$ cat src/design/trig_pkg.sv
package trig_pkg;
	localparam int word_width = 8;
	localparam int addr_width = 5;
	localparam int data_width = 32;

	typedef logic [word_width-1:0] pattern_word_t;
	typedef logic [1:0] pattern_index_t;
	typedef logic [4:0] period_exp_t; // Period is 2**(period_exp+1) cycles
	typedef logic [15:0] drop_count_t;

	localparam logic [addr_width-1:0] reg_control = 5'h00;
	localparam logic [addr_width-1:0] reg_pattern0 = 5'h04;
	localparam logic [addr_width-1:0] reg_pattern1 = 5'h08;
	localparam logic [addr_width-1:0] reg_pattern2 = 5'h0c;
	localparam logic [addr_width-1:0] reg_pattern3 = 5'h10;
	localparam logic [addr_width-1:0] reg_drops = 5'h14;

	localparam pattern_word_t default_pattern0 = 8'hf0;
	localparam pattern_word_t default_pattern1 = 8'h81;
	localparam pattern_word_t default_pattern2 = 8'h88;
	localparam pattern_word_t default_pattern3 = 8'haa;
	localparam period_exp_t default_period_exp = 5'd4;

	typedef struct packed {
		logic self_mode;
		logic [1:0] lane_enable; // [0] lane_t, [1] lane_r
		period_exp_t period_exp;
		pattern_word_t [3:0] patterns;
	} trig_config_t;

	typedef struct packed {
		logic fire;
		pattern_index_t index;
	} trig_event_t;

	typedef struct packed {
		logic valid;
		pattern_word_t word;
	} tx_word_t;

	typedef enum logic [1:0] {idle, write_resp, read_resp} csr_state_t;
	typedef enum logic {lane_idle, shifting} lane_state_t;
endpackage
$ cat src/design/trigger_pattern_top.sv
`timescale 1ns/10ps

module trigger_pattern_top (
	input logic clock,
	input logic reset1,
	input logic [trig_pkg::addr_width-1:0] awaddr,
	input logic awvalid,
	output logic awready,
	input logic [trig_pkg::data_width-1:0] wdata,
	input logic [trig_pkg::data_width/8-1:0] wstrb,
	input logic wvalid,
	output logic wready,
	output logic [1:0] bresp,
	output logic bvalid,
	input logic bready,
	input logic [trig_pkg::addr_width-1:0] araddr,
	input logic arvalid,
	output logic arready,
	output logic [trig_pkg::data_width-1:0] rdata,
	output logic [1:0] rresp,
	output logic rvalid,
	input logic rready,
	input logic trig_in,
	output logic lane_t,
	output logic lane_r,
	output logic sync
);
	trig_pkg::trig_config_t cfg;
	trig_pkg::trig_event_t periodic_event;
	trig_pkg::trig_event_t edge_event;
	trig_pkg::tx_word_t tx;
	trig_pkg::drop_count_t drop_count;
	logic ready;

	trig_csr_axil u_csr (.clock(clock), .reset1(reset1),
		.awaddr(awaddr), .awvalid(awvalid), .awready(awready),
		.wdata(wdata), .wstrb(wstrb), .wvalid(wvalid), .wready(wready),
		.bresp(bresp), .bvalid(bvalid), .bready(bready),
		.araddr(araddr), .arvalid(arvalid), .arready(arready),
		.rdata(rdata), .rresp(rresp), .rvalid(rvalid), .rready(rready),
		.drop_count(drop_count), .cfg(cfg));

	periodic_sequencer u_periodic (.clock(clock), .reset1(reset1),
		.period_exp(cfg.period_exp), .seq_event(periodic_event));

	edge_sequencer u_edge (.clock(clock), .reset1(reset1),
		.trig_in(trig_in), .seq_event(edge_event));

	pattern_arbiter u_arbiter (.clock(clock), .reset1(reset1), .cfg(cfg),
		.periodic_event(periodic_event), .edge_event(edge_event), .ready(ready),
		.tx(tx), .sync(sync), .drop_count(drop_count));

	dual_lane_serializer u_serializer (.clock(clock), .reset1(reset1), .tx(tx),
		.lane_enable(cfg.lane_enable), .ready(ready), .lane_t(lane_t), .lane_r(lane_r));
endmodule

$ cat src/design/dual_lane_serializer.sv
`timescale 1ns/10ps

module dual_lane_serializer (
	input logic clock,
	input logic reset1,
	input trig_pkg::tx_word_t tx,
	input logic [1:0] lane_enable,
	output logic ready,
	output logic lane_t,
	output logic lane_r
);
	localparam int count_width = $clog2(trig_pkg::word_width);

	trig_pkg::lane_state_t state;
	trig_pkg::pattern_word_t shift_reg;
	logic [count_width-1:0] bit_count;
	logic accept;
	logic bit_out;

	assign ready = state == trig_pkg::lane_idle;
	assign accept = tx.valid && ready;
	// MSB first, quiet when idle
	assign bit_out = state == trig_pkg::shifting && shift_reg[trig_pkg::word_width-1];
	assign lane_t = bit_out && lane_enable[0];
	assign lane_r = bit_out && lane_enable[1];

	always_ff @(posedge clock) begin
		if (reset1) begin
			state <= trig_pkg::lane_idle;
			bit_count <= '0;
		end else begin
			case (state)
				trig_pkg::lane_idle: begin
					if (accept) begin
						state <= trig_pkg::shifting;
						bit_count <= '0;
					end
				end
				trig_pkg::shifting: begin
					bit_count <= bit_count + 1'b1;
					if (bit_count == count_width'(trig_pkg::word_width - 1))
						state <= trig_pkg::lane_idle;
				end
				default: state <= trig_pkg::lane_idle;
			endcase
		end
	end

	always_ff @(posedge clock) begin
		if (accept)
			shift_reg <= tx.word;
		else if (state == trig_pkg::shifting)
			shift_reg <= shift_reg << 1;
	end

	assert property (@(posedge clock) disable iff (reset1)
		accept |=> (state == trig_pkg::shifting)[*trig_pkg::word_width] ##1 ready);
endmodule

$ cat src/design/pattern_arbiter.sv
`timescale 1ns/10ps

module pattern_arbiter (
	input logic clock,
	input logic reset1,
	input trig_pkg::trig_config_t cfg,
	input trig_pkg::trig_event_t periodic_event,
	input trig_pkg::trig_event_t edge_event,
	input logic ready,
	output trig_pkg::tx_word_t tx,
	output logic sync,
	output trig_pkg::drop_count_t drop_count
);
	trig_pkg::trig_event_t selected;
	trig_pkg::pattern_word_t pend_word;
	trig_pkg::pattern_index_t pend_index;
	logic pend_valid;
	logic accept;
	logic load;
	logic drop;

	assign selected = cfg.self_mode ? periodic_event : edge_event;
	assign accept = pend_valid && ready;
	assign load = selected.fire && (!pend_valid || ready); // Slot frees as it loads
	assign drop = selected.fire && pend_valid && !ready;

	always_ff @(posedge clock) begin
		if (reset1) begin
			pend_valid <= 1'b0;
			sync <= 1'b0;
			drop_count <= '0;
		end else begin
			if (load)
				pend_valid <= 1'b1;
			else if (accept)
				pend_valid <= 1'b0;
			if (accept && pend_index == 2'd0)
				sync <= 1'b1;
			else if (accept && pend_index == 2'd1)
				sync <= 1'b0;
			if (drop && drop_count != '1)
				drop_count <= drop_count + 16'd1; // Saturates
		end
	end

	always_ff @(posedge clock) begin
		if (load) begin
			pend_word <= cfg.patterns[selected.index];
			pend_index <= selected.index;
		end
	end

	assign tx = '{valid: pend_valid, word: pend_word};

	assert property (@(posedge clock) disable iff (reset1)
		pend_valid && !ready |=> pend_valid && $stable(pend_word));
endmodule

$ cat src/design/edge_sequencer.sv
`timescale 1ns/10ps

module edge_sequencer (
	input logic clock,
	input logic reset1,
	input logic trig_in,
	output trig_pkg::trig_event_t seq_event
);
	logic [2:0] trig_stream; // Two sync stages then history
	logic rise;
	logic fire;
	trig_pkg::pattern_index_t token;

	assign rise = trig_stream[1] && !trig_stream[2];

	always_ff @(posedge clock) begin
		if (reset1) begin
			trig_stream <= '0;
			fire <= 1'b0;
			token <= '0;
		end else begin
			trig_stream <= {trig_stream[1:0], trig_in};
			fire <= rise;
			if (fire)
				token <= token + 2'd1; // Wraps after pattern 3
		end
	end

	assign seq_event = '{fire: fire, index: token};

	// Edge detect spans the whole sync chain
	assert property (@(posedge clock) disable iff (reset1) fire |=> !fire);
endmodule

$ cat src/design/periodic_sequencer.sv
`timescale 1ns/10ps

module periodic_sequencer (
	input logic clock,
	input logic reset1,
	input trig_pkg::period_exp_t period_exp,
	output trig_pkg::trig_event_t seq_event
);
	logic [31:0] counter;
	logic [5:0] shift;
	logic [31:0] low_mask;
	logic fire;
	trig_pkg::pattern_index_t index;

	// Low period_exp+1 bits set the period
	assign shift = {1'b0, period_exp} + 6'd1;
	assign low_mask = (32'd1 << shift) - 32'd1;

	always_ff @(posedge clock) begin
		if (reset1) begin
			counter <= '0;
			fire <= 1'b0;
			index <= '0;
		end else begin
			counter <= counter + 32'd1;
			fire <= (counter & low_mask) == 32'd0;
			// Next two bits step 0..3 across events
			index <= trig_pkg::pattern_index_t'(counter >> shift);
		end
	end

	assign seq_event = '{fire: fire, index: index};
endmodule

$ cat src/design/trig_csr_axil.sv
`timescale 1ns/10ps

module trig_csr_axil (
	input logic clock,
	input logic reset1,
	input logic [trig_pkg::addr_width-1:0] awaddr,
	input logic awvalid,
	output logic awready,
	input logic [trig_pkg::data_width-1:0] wdata,
	input logic [trig_pkg::data_width/8-1:0] wstrb,
	input logic wvalid,
	output logic wready,
	output logic [1:0] bresp,
	output logic bvalid,
	input logic bready,
	input logic [trig_pkg::addr_width-1:0] araddr,
	input logic arvalid,
	output logic arready,
	output logic [trig_pkg::data_width-1:0] rdata,
	output logic [1:0] rresp,
	output logic rvalid,
	input logic rready,
	input trig_pkg::drop_count_t drop_count,
	output trig_pkg::trig_config_t cfg
);
	trig_pkg::csr_state_t state;
	logic write_go;
	logic read_go;
	logic [trig_pkg::data_width-1:0] read_value;

	assign awready = state == trig_pkg::idle;
	assign wready = state == trig_pkg::idle;
	assign write_go = awready && awvalid && wvalid;
	assign arready = state == trig_pkg::idle && !(awvalid && wvalid); // Writes win a tie
	assign read_go = arready && arvalid;
	assign bvalid = state == trig_pkg::write_resp;
	assign rvalid = state == trig_pkg::read_resp;
	assign bresp = 2'b00;
	assign rresp = 2'b00;

	always_comb begin
		read_value = '0;
		case (araddr)
			trig_pkg::reg_control: begin
				read_value[0] = cfg.self_mode;
				read_value[2:1] = cfg.lane_enable;
				read_value[8:4] = cfg.period_exp;
			end
			trig_pkg::reg_pattern0: read_value[trig_pkg::word_width-1:0] = cfg.patterns[0];
			trig_pkg::reg_pattern1: read_value[trig_pkg::word_width-1:0] = cfg.patterns[1];
			trig_pkg::reg_pattern2: read_value[trig_pkg::word_width-1:0] = cfg.patterns[2];
			trig_pkg::reg_pattern3: read_value[trig_pkg::word_width-1:0] = cfg.patterns[3];
			trig_pkg::reg_drops: read_value[15:0] = drop_count;
			default: read_value = '0;
		endcase
	end

	always_ff @(posedge clock) begin
		if (reset1) begin
			state <= trig_pkg::idle;
			cfg <= '{self_mode: 1'b0, lane_enable: 2'b11,
				period_exp: trig_pkg::default_period_exp,
				patterns: {trig_pkg::default_pattern3, trig_pkg::default_pattern2,
					trig_pkg::default_pattern1, trig_pkg::default_pattern0}};
		end else begin
			case (state)
				trig_pkg::idle: begin
					if (write_go) begin
						state <= trig_pkg::write_resp;
						case (awaddr)
							trig_pkg::reg_control: begin
								if (wstrb[0]) begin
									cfg.self_mode <= wdata[0];
									cfg.lane_enable <= wdata[2:1];
									cfg.period_exp[3:0] <= wdata[7:4];
								end
								if (wstrb[1])
									cfg.period_exp[4] <= wdata[8]; // Top bit sits in byte 1
							end
							trig_pkg::reg_pattern0: if (wstrb[0]) cfg.patterns[0] <= wdata[7:0];
							trig_pkg::reg_pattern1: if (wstrb[0]) cfg.patterns[1] <= wdata[7:0];
							trig_pkg::reg_pattern2: if (wstrb[0]) cfg.patterns[2] <= wdata[7:0];
							trig_pkg::reg_pattern3: if (wstrb[0]) cfg.patterns[3] <= wdata[7:0];
							default: ; // Drop counter and holes are read-only
						endcase
					end else if (read_go) begin
						state <= trig_pkg::read_resp;
					end
				end
				trig_pkg::write_resp: if (bready) state <= trig_pkg::idle;
				trig_pkg::read_resp: if (rready) state <= trig_pkg::idle;
				default: state <= trig_pkg::idle;
			endcase
		end
	end

	always_ff @(posedge clock) begin
		if (read_go)
			rdata <= read_value; // Held through the response
	end

	assert property (@(posedge clock) disable iff (reset1) !(bvalid && rvalid));
endmodule

$ cat config.mk
export PLATFORM = sky130hd
export DESIGN_NAME = trigger_pattern_top
export DESIGN_NICKNAME = d
export VERILOG_FILES = /design/src/design/trig_pkg.sv /design/src/design/trigger_pattern_top.sv /design/src/design/dual_lane_serializer.sv /design/src/design/pattern_arbiter.sv /design/src/design/edge_sequencer.sv /design/src/design/periodic_sequencer.sv /design/src/design/trig_csr_axil.sv
export SDC_FILE = /design/constraint.sdc
export NUM_CORES = 1
export LEC_CHECK = 0
export BUFFER_PORTS_ARGS = -buffer_cell sky130_fd_sc_hd__buf_2
export CAP_MARGIN = 15
export CORE_AREA = 2 2 136 111
export CTS_CLUSTER_DIAMETER = 150
export CTS_CLUSTER_SIZE = 16
export DETAILED_ROUTE_END_ITERATION = 12
export DIE_AREA = 0 0 138 113
export PLACE_DENSITY = 0.78
export SLEW_MARGIN = 15
export SYNTH_ARGS = -nofsm -noshare
export SYNTH_HDL_FRONTEND = slang
export SYNTH_SLANG_ARGS = --single-unit
$ cat constraint.sdc
create_clock -name clock -period 5.74 [get_ports clock]
set_clock_uncertainty 0.1 [all_clocks]
set_input_delay 0.574 -clock clock [delete_from_list [all_inputs] [get_ports clock]]
set_output_delay 0.574 -clock clock [all_outputs]
set_load 0.1 [all_outputs]
=== Word level (Yosys, flattened, before mapping) ===
Cells that the tools add are included.

* $add $sub $neg: 6
* Multiply operators: 0
* Divide/modulo/power cells: 0
* Magnitude comparators: 1
* Equal/unequal tests: 18
* Shift operators: 2
* Muxes and demuxes: 23
* Bitwise operators: 2
* Reduce and logical (&&, ||, !) cells: 35

{| class="wikitable"
|+ Operators with widths
! kind !! count
|-
| adder 32 x 1 -> 32 bit, second input constant || 1
|-
| bitwise AND 32 bit || 1
|-
| zero test 32 bit || 1
|-
| << shifter 1 x 6 -> 32 bit, first input constant || 1
|-
| right shift 32 x 6 -> 2 bit || 1
|-
| subtractor 32 x 1 -> 32 bit, second input constant || 1
|-
| 2-to-1 mux 8 bit || 3
|-
| case mux 4 bit (6 select lines) || 1
|-
| AND reduction 4 bit || 6
|-
| == test 5 x 4 -> 1 bit, second input constant || 4
|-
| case mux 3 bit (6 select lines) || 1
|-
| adder 16 x 1 -> 16 bit, second input constant || 1
|-
| binary-select mux 8 bit (select 2 bit) || 1
|-
| logical AND 1 bit || 16
|-
| != test 16 bit, second input constant || 1
|-
| == test 5 bit, second input constant || 3
|-
| == test 5 x 3 -> 1 bit, second input constant || 2
|-
| zero test 5 bit || 2
|-
| 2-to-1 mux 2 bit || 4
|-
| adder 5 x 1 -> 6 bit, second input constant || 1
|-
| 2-to-1 mux 1 bit || 6
|-
| 2-to-1 mux 3 bit || 2
|-
| case mux 2 bit (3 select lines) || 1
|-
| case mux 3 bit (2 select lines) || 1
|-
| 17 further kinds || 25
|}

* Register bits after elaboration: 139
* Latch bits: 0
* Memory bits (writable): 0
* Memory bits (read-only): 0
* Bits of input ports: 54
* Output and inout bits: 44
* Word-level logic and storage cells: 112
* Memories kept: 0

=== Logic depth before layout (Yosys ltp) ===
* Depth after elaboration: 7
* Mapped depth: 12
* Depth with buffers taken out: 8

=== Modules after synthesis ===
Synthesis repeated with hierarchy kept, for this count alone.

* Cells, all modules: 788
* Area total of the unflattened synthesis: 7,703.6 sq um

{| class="wikitable"
|+ By module, submodules not included
! module !! instances !! cells an instance !! area each (sq um) !! sequential area each (sq um)
|-
| periodic_sequencer || 1 || 315 || 2,728.9 || 700.7
|-
| trig_csr_axil || 1 || 261 || 2,641.3 || 1,321.3
|-
| pattern_arbiter || 1 || 157 || 1,585.3 || 660.6
|-
| dual_lane_serializer || 1 || 39 || 541.8 || 320.3
|-
| edge_sequencer || 1 || 16 || 206.4 || 120.1
|}

=== Least setup slack after synthesis ===
No wires, ideal clock.

* Kind: input to register
* Start point: input port wvalid
* End point: register u_csr.rdata[0] in the netlist's numbering, enable pin
* Library setup time: 375 ps
* Data arrival time: 3,562 ps
* Required time: 5,265 ps
* Slack: 1,703 ps
* Stages: 2
* Path buffers: 0
* Cells stage by stage: a211oi_1 > and2_1

* Word-level cells in the longest chain between the ends: 4

{| class="wikitable"
|+ RTL lines
! element !! RTL line !! RTL
|-
| from (decl) || trigger_pattern_top.sv:11 || <nowiki>input logic wvalid,</nowiki>
|-
| logical AND 1 bit || trig_csr_axil.sv:34 || <nowiki>assign arready = state == trig_pkg::idle && !(awvalid && wvalid);</nowiki>
|-
| zero test 1 bit || trig_csr_axil.sv:34 ||
|-
| logical AND 1 bit || trig_csr_axil.sv:34 ||
|-
| logical AND 1 bit || trig_csr_axil.sv:35 || <nowiki>assign read_go = arready && arvalid;</nowiki>
|-
| named net u_csr.read_go || trig_csr_axil.sv:28 || <nowiki>logic read_go;</nowiki>
|-
| to (signal assigned) || trig_csr_axil.sv:99 || <nowiki>rdata <= read_value;</nowiki>
|-
| to (decl) || trig_csr_axil.sv:19 || <nowiki>output logic [trig_pkg::data_width-1:0] rdata,</nowiki>
|}

The timed path passes the listed nets, and every way through them passes these cells.
A chain may end at the register's enable or synchronous reset.

=== Worst setup path after layout ===
* Start point: register u_csr.cfg[36] (netlist name)
* End point: register u_periodic.fire

* Word-level cells in the longest chain between the ends: 5

{| class="wikitable"
|+ RTL lines
! element !! RTL line !! RTL
|-
| adder 5 x 1 -> 6 bit || periodic_sequencer.sv:16 || <nowiki>assign shift = {1'b0, period_exp} + 6'd1;</nowiki>
|-
| << shifter 1 x 6 -> 32 bit || periodic_sequencer.sv:17 || <nowiki>assign low_mask = (32'd1 << shift) - 32'd1;</nowiki>
|-
| subtractor 32 x 1 -> 32 bit || periodic_sequencer.sv:17 ||
|-
| bitwise AND 32 bit || periodic_sequencer.sv:26 || <nowiki>fire <= (counter & low_mask) == 32'd0;</nowiki>
|-
| zero test 32 bit || periodic_sequencer.sv:26 ||
|-
| to (signal assigned) || periodic_sequencer.sv:22 || <nowiki>fire <= 1'b0;</nowiki>
|-
| to (signal assigned) || periodic_sequencer.sv:26 ||
|-
| to (decl) || periodic_sequencer.sv:12 || <nowiki>logic fire;</nowiki>
|}

No other way between the ends.

==> out/metrics.cfg <==
[outcome]
outcome = complete, no violations

[hold_path]
worstHoldPathType = in -> reg

[clocking]
clock_path_buffers = 2
ctsResizeCount = 0
clk_pin_slew_ns = 0.06
tritoncts = done
htree_levels = 4
clock_latency_ns = 0.43
cts_hold_buf = 0
cts_made_buffers = 17
post_cts_buffers = 0
cts-root-buf = clkbuf_16
clock_sinks = 139

[setup_path]
cp_slowest_stage_delay_ns = 0.45
crit_fanout = 41
slowest_stage = ha_1
cp_data_arrival_time_ns = 3.48
startpoint_type = flip-flop
crit_chain = buf_4 -> nor3_1 -> nand2_1 -> ha_1 -> and3_1 -> a222oi_1 -> nand4_1 -> a2111o_1 -> nor4_1
critPathRequiredTime_ns = 5.93
worst_setup_path_end_kind = flip-flop
critPathKind = reg -> reg

[final_layout]
n_antenna_cell = 0
multi_input_area_mm2 = 0.00416
final_util = 0.600
drive_gt1_frac = 0.156
reg_top3 = u_csr.cfg: 40 flops, u_periodic.counter: 32 flops
area_delta_synth_final_pct = 10.2
regArea_mm2 = 0.00312
n_fill_cell = 1217
final_area_mm2 = 0.00849
regMostFlops = u_csr.cfg
nets = 885
largest_reg_flops = 40

[global_route]
grt_antenna_before_repair = 0
track_usage = 0.231
grt_first_pass_wirelength_um = 29100
grt_pass1_vias = 5520
grt_max_degree = 67
grt-ovfl-total = 0

[floorplan]
rows = 39
dieWidth_um = 138
die_h_um = 113
design.core.area_mm2 = 0.0142
dieArea_mm2 = 0.0156
start_util = 0.544
pin_count = 98

[sta]
finalHoldViolCount = 0
relSlewSlack = 0.276
max_freq_ghz = 0.304
slew_viol_final = 0
finalWorstPathRequiredPeriod_ns = 3.29
worst_hold_slack_ns = 0.261
setup_tns_ns = 0
rsz0062_at_grt = false
finalCritPeriodShare = 0.573
layout_setup_ws_ns = 2.45
finalSetupViolCount = 0
tightest_slew_ns = 1.08

[placed_design]
post-place-ws_ns = 2.60
io_buffers = 52
placed_area_mm2 = 0.00790
dp_hpwl_um = 12000
place.gp.congestion = 0.913

[power_and_ir_drop]
p_leak_nw = 3.20
clockPowerShare = 0.464
power_frac_seq = 0.437
sw_frac_of_total = 0.288
powerDensity_mw_per_mm2 = 276
switchingPower_mw = 0.675
p_int_mw = 1.67
combPwrFrac = 0.098
ir_drop_mv = 0.218

[drt]
via_count = 6246
route.detailed.drc = 0
drt_iter0_markers = 572
routedWlPerCell_um = 17.7
postRouteAntennaNets = 0
vias_per_cell = 6.11
first_pass_iters = 5
drt-total-wl_um = 18100

[synthesis]
yosysTopAreaCell = dfxtp_1
synth_edf_count = 34
syn_area_mm2 = 0.00770
synthFlopType = dfxtp_1
synthAdderAreaFrac = 0.00943
yosysWarnings = 0
synth_top_area_share = 0.273
yosys.cell_types.count = 80
synthCells = 812
yosys.area_share.simple = 0.219
synth_top_family_by_area = simple AND/OR/NAND/NOR gates
synthXorXnorAreaFrac = 0.0512
synthMuxAreaShare = 0.127
synth_area_leaders = dfxtp_1 (27%), edfxtp_1 (13%), mux2i_1 (6.8%), nor2_1 (4.6%), mux4_2 (4.1%)
synth-compound-area-share = 0.123
async_reset_ff_frac = 0
synth_seq_cells = 139
ys_seq_area_frac = 0.406
avgSynthCellArea_um2 = 9.48

[run]
max_cap_viol_count = 0

critical path: cells and delay by family, from the launching register on:
family,cells,cell delay [ns]
fa+ha+maj,1,0.45
buf+inv,1,0.25
flops,1,0.29
simple gates,5,1.32
compound gates,2,0.74
path summary, 6_finish.rpt:
| path | end | startpoint | cells after the start | slack, ns |
|---|---|---|---|---|
| setup / recovery | u_periodic.fire$_SDFF_PP0_ | u_csr.cfg[36]$_SDFFE_PP0P_ | 9 | 2.45 |
| hold / removal | u_edge.trig_stream[0]$_SDFF_PP0_ | trig_in | 2 | 0.26 |
| setup reg to reg | u_periodic.fire$_SDFF_PP0_ | u_csr.cfg[36]$_SDFFE_PP0P_ | 9 | 2.45 |
| hold reg to reg | u_edge.fire$_SDFF_PP0_ | u_edge.trig_stream[2]$_SDFF_PP0_ | 1 | 0.30 |
synthesized netlist by cell type (4+ instances only):
cell type,count
mux2_2,8
buf_1,4
nor2_1,95
a211oi_1,14
nor4_1,12
buf_4,23
ha_1,5
inv_1,16
and4_1,5
nor2b_1,24
xor2_1,27
a21oi_1,30
dfxtp_1,105
a211o_1,12
mux4_2,14
o2111ai_1,5
nand3_1,34
and2_1,7
and3_1,20
nand3b_1,6
o22ai_1,10
o211ai_1,7
edfxtp_1,34
nand2_1,39
a221o_1,8
buf_2,19
xnor2_1,18
nand4_1,13
mux2i_1,52
o21ai_0,17
clkbuf_1,38
nor3_1,14
or3_1,7
routing by layer:
layer,global-route usage,vias to the layer above,share of wire
met3,0.0715,24,0.090
met5,0,-,0
met2,0.332,273,0.43
met1,0.340,2983,0.47
li1,-,2966,-
met4,0.0537,0,0.014
area by class of cell:
class	instances	share of cell area
clock buffer	17	0.0501
sequential	139	0.368
inverter	17	0.00752
multi-input combinational	590	0.490
timing repair buffer	61	0.0389
clock inverter	15	0.0184
tap	184	0.0271
cells by family (layout without fill, tap and decap cells):
family,after synthesis,in the layout
AO/OA/AOI/OAI,133,133
XOR/XNOR,45,45
adder cells (fa/ha/maj),6,6
buffers and inverters,102,110
flip-flops,139,139
multiplexers,76,76
other,2,21
AND/OR/NAND/NOR,309,309
through the flow:
| step | instances | power, mW |
|---|---|---|
| 5_1_grt | 1023 | 2.41 |
| 4_1_cts | 1023 | 2.35 |
| 3_3_place_gp | 991 | 1.27 |
| 6_report | 1023 | 2.35 |
| 3_5_place_dp | 991 | 1.28 |
| 2_1_floorplan | 831 | 1.25 |
power groups by stage:
stage	Clock [mW]	Sequential [mW]	Combinational, mW
floorplan	0	1.09	0.155
global placement	0	1.05	0.228
detailed placement	0	1.05	0.229
CTS	1.10	1.03	0.229
global route	1.15	1.03	0.239
finish	1.09	1.03	0.230
cells in the final DEF (no fill, tap or decap), drive strengths merged, types with 21 or more instances in the layout:
cell type and instances:
and3 21, dfxtp 105, nand3 35, a21oi 30
edfxtp 34, inv 24, nand2 39, nor2b 24
nor2 95, xor2 27, mux2i 52, buf 61
conb 21
(Power assumes the default switching activity.)
